<file path="src/verilog/flag_pkg.sv">
package flag_pkg;

	// Data path width of the execution unit
	localparam int WORD_W = 16;

	// Shift count width, up to 15 steps
	localparam int CNT_W = 4;

	// Number of user bits above the condition flags
	localparam int USER_W = 7;

	// Operand and result word
	typedef logic [WORD_W-1:0] flag_word_t;

	// Remaining shift steps
	typedef logic [CNT_W-1:0] shift_cnt_t;

	// Operations started by the strobe
	typedef enum logic [2:0] {
		OP_LOAD = 3'd0,
		OP_ADD  = 3'd1,
		OP_ADC  = 3'd2,
		OP_SUB  = 3'd3,
		OP_CMP  = 3'd4,
		OP_SHL  = 3'd5
	} op_t;

	// Status word split into flags, first member is the top bit
	typedef struct packed {
		// Bits 15..9, plain storage from the bus
		logic [USER_W-1:0] user;
		// Bit 8, any one shifted out since the shift began
		logic x;
		// Bit 7, last bit shifted out
		logic y;
		// Bit 6, greater
		logic g;
		// Bit 5, equal
		logic e;
		// Bit 4, less
		logic l;
		// Bit 3, carry or no borrow
		logic c;
		// Bit 2, sticky overflow
		logic v;
		// Bit 1, minus
		logic m;
		// Bit 0, zero
		logic z;
	} status_fields_t;

	// Same 16 bits seen as a bus word or as flags
	typedef union packed {
		flag_word_t     raw;
		status_fields_t fields;
	} status_u;

endpackage

</file>
<file path="src/verilog/flag_if.sv">
`timescale 1ns/10ps

interface flag_if;

	// Update strobes, one cycle wide, from the FSM
	logic upd_zmc;
	logic upd_v;
	logic upd_leg;
	logic upd_shift;
	logic clr_x;
	logic load_w;

	// Condition values from the ALU
	logic zero;
	logic sign;
	logic carry;
	logic ovf;
	logic lt;
	logic eq;
	logic gt;
	// Bit leaving the top of the word on a shift
	logic out_bit;

	// Control side
	modport ctl (output upd_zmc, upd_v, upd_leg, upd_shift, clr_x, load_w);

	// ALU side
	modport cond (output zero, sign, carry, ovf, lt, eq, gt, out_bit);

	// Status register side, sees everything
	modport regs (
		input upd_zmc, upd_v, upd_leg, upd_shift, clr_x, load_w,
		input zero, sign, carry, ovf, lt, eq, gt, out_bit
	);

endinterface

</file>
<file path="src/verilog/alu16.sv">
`timescale 1ns/10ps

module alu16 import flag_pkg::*; (
	input  op_t        op,
	input  flag_word_t a,
	input  flag_word_t b,
	input  logic       carry_in,
	output flag_word_t result,
	flag_if.cond       cond
);

	// Second adder input, inverted for subtract
	flag_word_t b_eff;
	// Carry into bit 0
	logic cin;
	// Sum with carry out on top
	logic [WORD_W:0] sum;
	// Word shifted left by one
	flag_word_t shl;

	// SUB is a + ~b + 1 so carry out means no borrow
	assign b_eff = (op == OP_SUB) ? ~b : b;

	// ADC takes the stored C flag
	always_comb begin
		case (op)
			OP_SUB:  cin = 1'b1;
			OP_ADC:  cin = carry_in;
			default: cin = 1'b0;
		endcase
	end

	assign sum = {1'b0, a} + {1'b0, b_eff} + {{WORD_W{1'b0}}, cin};

	// Zero fills from the right
	assign shl = {a[WORD_W-2:0], 1'b0};

	// Result select
	always_comb begin
		case (op)
			OP_ADD, OP_ADC, OP_SUB: result = sum[WORD_W-1:0];
			OP_SHL:                 result = shl;
			// LOAD and CMP pass a through
			default:                result = a;
		endcase
	end

	// Z and M follow the selected result
	assign cond.zero = (result == '0);
	assign cond.sign = result[WORD_W-1];

	// Carry out of the adder
	assign cond.carry = sum[WORD_W];

	// Operands of one sign giving a result of the other sign
	// b_eff covers both add and subtract
	assign cond.ovf = (a[WORD_W-1] == b_eff[WORD_W-1]) &&
		(sum[WORD_W-1] != a[WORD_W-1]);

	// Unsigned compare of the raw operands
	assign cond.lt = (a < b);
	assign cond.eq = (a == b);
	assign cond.gt = (a > b);

	// Old top bit leaves on a left shift
	assign cond.out_bit = a[WORD_W-1];

endmodule

</file>
<file path="src/verilog/flag_reg.sv">
`timescale 1ns/10ps

module flag_reg import flag_pkg::*; (
	input  logic       lrp,
	input  logic       zer_,
	// Bus word for LOAD
	input  flag_word_t w,
	flag_if.regs       regs,
	output status_u    status
);

	// Register contents
	status_u st;

	// One clock, one async clear, group enables instead of latches
	always_ff @(posedge lrp or negedge zer_) begin
		if (!zer_) begin
			st.raw <= '0;
		end else if (regs.load_w) begin
			// Whole word including V and the user bits
			st.raw <= w;
		end else begin
			// Z, M and C after an arithmetic op
			if (regs.upd_zmc) begin
				st.fields.z <= regs.zero;
				st.fields.m <= regs.sign;
				st.fields.c <= regs.carry;
			end

			// V only ever sets here
			// cleared by a LOAD with bit 2 low
			if (regs.upd_v) begin
				st.fields.v <= st.fields.v | regs.ovf;
			end

			// L, E and G from the compare
			if (regs.upd_leg) begin
				st.fields.l <= regs.lt;
				st.fields.e <= regs.eq;
				st.fields.g <= regs.gt;
			end

			// X restarts at the head of a shift
			if (regs.clr_x) begin
				st.fields.x <= 1'b0;
			end else if (regs.upd_shift) begin
				// Y tracks the latest bit out
				st.fields.y <= regs.out_bit;
				// X accumulates ones
				st.fields.x <= st.fields.x | regs.out_bit;
			end
		end
	end

	// Also feeds C back to the ALU through the top
	assign status = st;

endmodule

</file>
<file path="src/verilog/step_timer.sv">
`timescale 1ns/10ps

module step_timer import flag_pkg::*; (
	input  logic       lrp,
	input  logic       zer_,
	// Take a new count
	input  logic       load,
	input  shift_cnt_t count,
	// One shift step done
	input  logic       step,
	// No steps left
	output logic       expired
);

	// Steps still to do
	shift_cnt_t remain;

	always_ff @(posedge lrp or negedge zer_) begin
		if (!zer_) begin
			remain <= '0;
		end else if (load) begin
			remain <= count;
		end else if (step && (remain != '0)) begin
			// Stops at zero, never wraps
			remain <= remain - 1'b1;
		end
	end

	// Straight from the counter, seen in the same cycle
	assign expired = (remain == '0);

endmodule

</file>
<file path="src/verilog/exec_fsm.sv">
`timescale 1ns/10ps

module exec_fsm import flag_pkg::*; (
	input  logic lrp,
	input  logic zer_,
	input  logic op_strobe,
	// Latched op from the operand register
	input  op_t  op,
	output logic busy,
	output logic done,
	flag_if.ctl  ctl,
	// Shift step timer control
	output logic step_load,
	input  logic step_expired,
	// Result register controls
	output logic res_load,
	output logic shift_step
);

	typedef enum logic [1:0] {
		IDLE,
		EXEC,
		SHIFT,
		FINISH
	} state_t;

	state_t state;
	state_t state_nxt;
	// Next value of done
	logic   done_nxt;

	always_ff @(posedge lrp or negedge zer_) begin
		if (!zer_) begin
			state <= IDLE;
			done  <= 1'b0;
		end else begin
			state <= state_nxt;
			done  <= done_nxt;
		end
	end

	always_comb begin
		state_nxt     = state;
		done_nxt      = 1'b0;
		step_load     = 1'b0;
		res_load      = 1'b0;
		shift_step    = 1'b0;
		ctl.upd_zmc   = 1'b0;
		ctl.upd_v     = 1'b0;
		ctl.upd_leg   = 1'b0;
		ctl.upd_shift = 1'b0;
		ctl.clr_x     = 1'b0;
		ctl.load_w    = 1'b0;

		case (state)
			// Strobe only taken here, ignored while busy
			IDLE: begin
				if (op_strobe) begin
					state_nxt = EXEC;
				end
			end

			// Operands are latched, register the ALU result
			EXEC: begin
				res_load = 1'b1;
				if (op == OP_SHL) begin
					// Arm the timer and drop X for the new shift
					step_load = 1'b1;
					ctl.clr_x = 1'b1;
					state_nxt = SHIFT;
				end else begin
					state_nxt = FINISH;
				end
			end

			// One bit per cycle, last cycle only signals done
			SHIFT: begin
				if (step_expired) begin
					done_nxt  = 1'b1;
					state_nxt = IDLE;
				end else begin
					shift_step    = 1'b1;
					ctl.upd_shift = 1'b1;
				end
			end

			// Flag write, conditions still valid from the held operands
			FINISH: begin
				case (op)
					OP_LOAD: ctl.load_w = 1'b1;
					OP_ADD, OP_ADC, OP_SUB: begin
						ctl.upd_zmc = 1'b1;
						ctl.upd_v   = 1'b1;
					end
					OP_CMP:  ctl.upd_leg = 1'b1;
					default: ;
				endcase
				done_nxt  = 1'b1;
				state_nxt = IDLE;
			end

			default: state_nxt = IDLE;
		endcase
	end

	// Low again in the done cycle
	assign busy = (state != IDLE);

endmodule

</file>
<file path="src/verilog/flag_unit_top.sv">
`timescale 1ns/10ps

module flag_unit_top import flag_pkg::*; (
	input  logic        lrp,
	input  logic        zer_,
	input  logic        op_strobe,
	input  op_t         op,
	input  flag_word_t  opa,
	input  flag_word_t  opb,
	input  shift_cnt_t  count,
	output logic        busy,
	output logic        done,
	output logic [15:0] status,
	output flag_word_t  result
);

	// Held operation and operands
	op_t        op_q;
	flag_word_t a_q;
	flag_word_t b_q;
	shift_cnt_t cnt_q;
	flag_word_t result_q;

	// Block to block wiring
	flag_word_t alu_result;
	status_u    st;
	logic       accept;
	logic       step_load;
	logic       step_expired;
	logic       res_load;
	logic       shift_step;

	// One strobe and condition bundle
	flag_if fif ();

	// Strobe counts only when idle
	assign accept = op_strobe && !busy;

	always_ff @(posedge lrp or negedge zer_) begin
		if (!zer_) begin
			op_q     <= OP_LOAD;
			result_q <= '0;
		end else begin
			if (accept) begin
				op_q <= op;
			end
			if (shift_step) begin
				result_q <= alu_result;
			end else if (res_load) begin
				// SHL starts from the unshifted word
				result_q <= (op_q == OP_SHL) ? a_q : alu_result;
			end
		end
	end

	// Operands, a doubles as the shift register
	always_ff @(posedge lrp) begin
		if (accept) begin
			a_q   <= opa;
			b_q   <= opb;
			cnt_q <= count;
		end else if (shift_step) begin
			a_q <= alu_result;
		end
	end

	exec_fsm u_fsm (
		.lrp          (lrp),
		.zer_         (zer_),
		.op_strobe    (op_strobe),
		.op           (op_q),
		.busy         (busy),
		.done         (done),
		.ctl          (fif.ctl),
		.step_load    (step_load),
		.step_expired (step_expired),
		.res_load     (res_load),
		.shift_step   (shift_step)
	);

	step_timer u_timer (
		.lrp     (lrp),
		.zer_    (zer_),
		.load    (step_load),
		.count   (cnt_q),
		.step    (shift_step),
		.expired (step_expired)
	);

	// C flag closes the ADC loop
	alu16 u_alu (
		.op       (op_q),
		.a        (a_q),
		.b        (b_q),
		.carry_in (st.fields.c),
		.result   (alu_result),
		.cond     (fif.cond)
	);

	// opa is the bus word for LOAD
	flag_reg u_reg (
		.lrp    (lrp),
		.zer_   (zer_),
		.w      (a_q),
		.regs   (fif.regs),
		.status (st)
	);

	assign status = st.raw;
	assign result = result_q;

endmodule

</file>
<file path="config.mk">
export PLATFORM = sky130hd
export DESIGN_NAME = flag_unit_top
export DESIGN_NICKNAME = d
export VERILOG_FILES = /design/src/verilog/flag_pkg.sv /design/src/verilog/flag_if.sv /design/src/verilog/alu16.sv /design/src/verilog/flag_reg.sv /design/src/verilog/step_timer.sv /design/src/verilog/exec_fsm.sv /design/src/verilog/flag_unit_top.sv
export SDC_FILE = /design/constraint.sdc
export NUM_CORES = 1
export LEC_CHECK = 0
export BUFFER_PORTS_ARGS = -buffer_cell sky130_fd_sc_hd__buf_2
export CAP_MARGIN = 20
export CORE_ASPECT_RATIO = 1.2
export CORE_MARGIN = 5
export CORE_UTILIZATION = 52
export DETAILED_ROUTE_END_ITERATION = 10
export HOLD_SLACK_MARGIN = 0.15
export PLACE_DENSITY = 0.73
export SLEW_MARGIN = 20
export SYNTH_ARGS = -nofsm -noshare
export SYNTH_HDL_FRONTEND = slang
export SYNTH_SLANG_ARGS = --single-unit
export TNS_END_PERCENT = 50
</file>
<file path="constraint.sdc">
create_clock -name lrp -period 4.44 [get_ports lrp]
set_input_delay 0 -clock lrp [delete_from_list [all_inputs] [get_ports lrp]]
set_output_delay 0 -clock lrp [all_outputs]
set_load 0.005 [all_outputs]
</file>
; ---- Yosys cells after proc, flatten, opt, wreduce, memory -nomap -nowiden
; Cells that the tools add are included.
; W data, S select, Z words.
[word_totals]
out_inout_bits = 34
input_bits = 42
wordCells = 90
reg_bits = 78
[classes]
add_sub_neg = 3
n_reduce_logical = 20
order_cmp = 2
n_bitwise = 3
eq_ne = 14
mux = 35
[op_table]
columns = cell, n
row1 = $mux W16, 6
row2 = $pmux W16 S2, 1
row3 = $add A16 B16 Y17, 1
row4 = $add A17 B1 Y17, 1
row5 = $mux W1, 17
row6 = $eq A16 B16 Y1, 1
row7 = $gt A16 B16 Y1, 1
row8 = $logic_not A16 Y1, 1
row9 = $lt A16 B16 Y1, 1
row10 = $not A16 Y16, 1
row11 = $reduce_bool A2 Y1, 7
row12 = $mux W9, 1
row13 = $mux W2, 4
row14 = $mux W4, 2
row15 = $pmux W2 S4, 1
row16 = $eq A3 B2 Y1 const B, 2
row17 = $eq A3 B3 Y1 const B, 2
row18 = $eq A2 B2 Y1 const B, 2
row19 = $logic_not A4 Y1, 1
row20 = $ne A2 B2 Y1 const B, 2
row21 = $pmux W1 S2, 2
row22 = $reduce_and A2 Y1, 2
row23 = $reduce_bool A4 Y1, 1
row24 = $sub A4 B1 Y4 const B, 1
row25 = other kinds (13), 16

; ---- Logic depth before layout (Yosys ltp)
[depth]
ltp_word = 9
ltp_mapped = 17
ltp_nobuf = 14

; ---- Modules after synthesis
; A second synthesis with hierarchy kept.
[unflattened]
cells_unflattened = 510
hier_area_um2 = 5256.3
[modules_own_cells]
columns = module, seq_area_each_um2, area_per_inst_um2, instances, cells_each
row1 = flag_unit_top, 1556.5, 2139.6, 1, 133
row2 = alu16, 0.0, 1950.6, 1, 275
row3 = flag_reg, 400.4, 694.4, 1, 55
row4 = step_timer, 100.1, 270.3, 1, 27
row5 = exec_fsm, 75.1, 201.4, 1, 20

; ---- Worst setup path after synthesis
; Ideal clock, no wire load.
[synth_timing]
path_kind = register -> register
startpoint = register op_q[0]
endpoint = register a_q[14] (data pin)
setup_time_ps = 260
path_stages_with_launch = 17
path_buffers = 4
period_less_slack_ps = 4347
arrival_ps = 4087
setup_slack_ps = 93
required_ps = 4180
path_cell_list = dfrtp_1 -> clkbuf_1 -> clkbuf_1 -> clkbuf_1 -> nand2_1 -> clkbuf_1 -> xnor2_1 -> fa_1 -> inv_1 -> fa_1 -> nor2b_1 -> o31a_1 -> o21a_1 -> o41ai_1 -> xnor2_1 -> a21o_1 -> mux2_2
[synth_via]
elab_chain_len = 7
word_cells_on_any_way = 12
cone_classes = add/sub: 2 / eq/ne: 4 / mux: 5 / reduce/logical: 1
[synth_rtl]
columns = element, line
row1 = from (decl), flag_unit_top.sv:18  ; op_t op_q;
row2 = from (signal assigned), flag_unit_top.sv:45  ; op_q <= op;
row3 = $eq A3 B2 Y1, "alu16.sv:22, alu16.sv:26, alu16.sv:40"
row4 = $mux W16, alu16.sv:22  ; assign b_eff = (op == OP_SUB) ? ~b : b;
row5 = $add A16 B16 Y17, alu16.sv:33  ; assign sum = {1'b0, a} + {1'b0, b_eff} + {{WORD_W{1'b0}}, cin};
row6 = $add A17 B1 Y17, alu16.sv:33
row7 = $pmux W16 S2 *, alu16.sv:40  ; case (op)
row8 = $mux W16 *, flag_unit_top.sv:62  ; end else if (shift_step) begin
row9 = $mux W16 *, flag_unit_top.sv:58  ; if (accept) begin
row10 = to (signal assigned), flag_unit_top.sv:59  ; a_q <= opa;
row11 = to (signal assigned), flag_unit_top.sv:63  ; a_q <= alu_result;
row12 = to (decl), flag_unit_top.sv:19  ; flag_word_t a_q;
; Mark *: on every way between the ends. The rest lies on a longest branch, timed or not. The select of a mux whose other input is x is not followed.
; A chain may end at the register's enable or synchronous reset.

; ---- Worst setup path after layout
[layout_timing]
startpoint = register op_q[2]
endpoint = register a_q[14] (data pin)
; The elaborated chain is that of the path after synthesis.

==> flow_summary_export.csv <==
group,metric,value,unit
run_status,status,"complete, no violations",
pwr,clkPwrFrac,11.7,%
drt,wl_per_cell,18.5,um
cts,postCtsSetupBuffers,0,
pwr,combPwrFrac,61.7,%
timing,setup_tns,0,ps
timing,slew_violations,0,
floorplan,die_x,100,um
drt,firstDrtPassIters,5,
drt,routed_via_density,5.90,
timing,min_period_over_period,85.8,%
logic_synthesis,ys_async_sr_fraction,53.8,%
finish,final_layout_size_suffix_gt1_share,19.2,%
critical_path,crit_path_end_kind,"flop",
timing,relSlewSlack,35.7,%
logic_synthesis,yosysTopAreaCellShare,21.3,%
pwr,swShare,46.9,%
pwr,p_switching,2.74,mW
timing,worstMarginPinSlew,965,ps
logic_synthesis,synth_edf_count,36,
global_route,grt_max_degree,43,
cts,clock_latency,340,ps
drt,routed_wl,14.1,mm
hold_path,hold_class,"input pin to async pin",
cts,cts_inserted_buffers,9,
timing,setup_violations,0,
global_route,grt_usage,24.5,%
drt,drcViolationCount,0,
logic_synthesis,synthFlopType,"dfrtp_1",
finish,utilization,65.4,%
flow_run,drv_cap,0,
floorplan,start_util,53.3,%
floorplan,rows,39,
logic_synthesis,yosys-top-cells-area,"edfxtp_1, dfrtp_1, ha_1",
floorplan,core,9520,sq um
finish,nNetsFinal,707,
timing,rsz0062_at_grt,"no",
logic_synthesis,synthCells,523,
placed_design,port_buffers,75,
timing,fin_worst_skew,6.63,ps
logic_synthesis,syn-mean-instance-area,9.69,sq um
critical_path,cp_max_fo,16,
pwr,p_leak,2.70,nW
drt,postRouteAntennaNets,0,
drt,drt-initial-drc-count,323,
cts,cts_tree,"done",
critical_path,critical_path_required,4540,ps
cts,cts_sinks,78,
logic_synthesis,yosysWarnings,0,
timing,setup_slack,630,ps
pwr,irDropWorstVdd,0.323,mV
floorplan,die_h,118,um
critical_path,worstPathArrival,3910,ps
global_route,grt_pass1_wl,22.7,mm
logic_synthesis,synth_nets,599,
timing,hold_viol_final,0,
timing,max_clock_freq,262,MHz
logic_synthesis,synth_cell_type_count,64,
cts,htree_levels,3,
global_route,grt_overflow,0,
finish,fill_cells,799,
global_route,grt_pass1_vias,4457,
finish,register_area,2130,sq um
cts,root_buffer,"clkbuf_16",
pwr,seqPwrFrac,26.6,%
finish,synthToLayoutAreaGrowth,22.8,%
pwr,power_density,938,nW/um^2
logic_synthesis,yosys_register_bits,78,
placed_design,place_congestion,0.931,
placed_design,dp_hpwl,10.1,mm
logic_synthesis,synthesis.area,5070,sq um
critical_path,cp-start-kind,"flop",
global_route,antenna_found_initial,0,
critical_path,critPathKind,"flop to flop",
placed_design,place_ws,641,ps
placed_design,placed_cells,702,
floorplan,io_pins,76,
floorplan,dieArea,11800,sq um
cts,clk_path_buf_depth,2,
pwr,p_int,3.10,mW
logic_synthesis,ys_seq_area_share,42.1,%
drt,vias,4480,
logic_synthesis,synth_area_leader_cell,"edfxtp_1",
cts,clk_pin_slew,60,ps
timing,finalCriticalPeriod,3810,ps
finish,antenna_cells,0,
finish,fin_cells,759,
finish,multi_input_area,2740,sq um
[final timing paths]
| check | cells after the start | end | from | slack, ps |
|---|---|---|---|---|
| max | 14 | a_q[14] | op_q[2] | 630 |
| min | 2 | op_q[1] | zer_ | 360 |
| max reg2reg | 14 | a_q[14] | op_q[2] | 630 |
| min reg2reg | 2 | u_timer.remain[3] | cnt_q[3] | 470 |
| max in group asynchronous | 2 | u_reg.status[8] | zer_ | 3470 |
| min in group lrp | 2 | b_q[9] | opb[9] | 370 |
[registers in the layout, summed over array words and instances, names as in the netlist]
signal / cells
cnt_q: 4
a_q: 16
u_fsm.state: 2
b_q: 16
result: 16
op_q: 3
u_timer.remain: 4
u_fsm.done: 1
u_reg.status: 16
[Yosys cell counts, drive strengths merged, types with 4 or more instances]
master and instances:
nand2 51, dfrtp 42, o21ai 39, edfxtp 36
a21oi 34, nor2 33, ha 32, inv 25
clkbuf 23, mux2 20, xnor2 20, nor2b 15
a21o 11, nand3 11, o21a 11, mux2i 9
nor3 9, a211oi 6, a31oi 6, o31ai 6
and3 5, nand2b 5, and2 4, nor4 4
xor2 4
[area by class of cell]
type,count,area share (%)
well taps,123,2.47
clock inverters,6,0.603
multi-input cells,393,44.0
clock buffers,10,3.68
repair buffers,123,13.5
inverters,26,1.57
flip-flops and latches,78,34.3
[layout by cell type, fill, tap and decap left out, types with 11 or more instances in the layout]
cell,Yosys,routed
a21o_1,11,11
a21oi_1,34,34
buf_2,0,75
dfrtp_1,42,42
dlygate4sd3_1,0,41
edfxtp_1,36,36
ha_1,32,32
inv_1,25,25
mux2_2,19,19
nand2_1,51,51
nand3_1,11,11
nor2_1,33,33
nor2b_1,15,15
o21a_1,11,11
o21ai_0,35,35
xnor2_1,20,20
[power groups by stage]
stage                     registers (mW)  logic, mW  clock network, mW
after floorplan                     1.41       2.65                  0
after global placement              1.54       3.42                  0
after detailed placement            1.55       3.50                  0
after CTS                           1.54       3.56              0.684
after global routing                1.59       4.00              0.720
final                               1.55       3.60              0.683
[metrics by stage]
stage               area (sq um)  power, mW  hold slack [ps]
floorplan                   5070       4.06             -296
global placement            5550       4.95              176
detailed placement          5550       5.06              178
CTS                         6220       5.79              355
global route                6220       6.30              366
finish                      6220       5.84              362
[critical path, stage by stage (launching register included)]
cell and delay, ps:
dfrtp_1 380, nor2b_1 210, nand2_1 80, buf_4 220, xnor2_1 180, fa_1 450, inv_1 90, fa_1 200
nor2b_1 70, o31a_1 310, o21a_1 250, o41ai_1 510, xnor2_1 150, a21o_1 220, mux2_2 260
[layer usage]
metal / vias to the layer above / track usage (%) / share of wire (%)
met5: - / 0 / 0
met2: 208 / 40.9 / 49
li1: 2139 / - / -
met1: 2096 / 31.1 / 41
met3: 37 / 3.95 / 6.6
met4: 0 / 10.7 / 3.6
[repair_timing]
action,4_1_cts,5_1_grt
resized for setup,0,0
hold buffers,41,0
endpoints found under the hold margin,82,0
[logic make-up (layout without fill, tap and decap cells)]
logic type	after synthesis	in the layout	share of synthesized area (%)
flip-flops	78	78	42.1
AND/OR/NAND/NOR	154	154	14.7
XOR/XNOR	24	24	4.15
multiplexers	29	29	6.30
buffers and inverters	52	165	3.93
adder cells (fa/ha/maj)	34	34	8.69
AO/OA/AOI/OAI	152	152	20.1
Power figures use the tool's default switching activity.
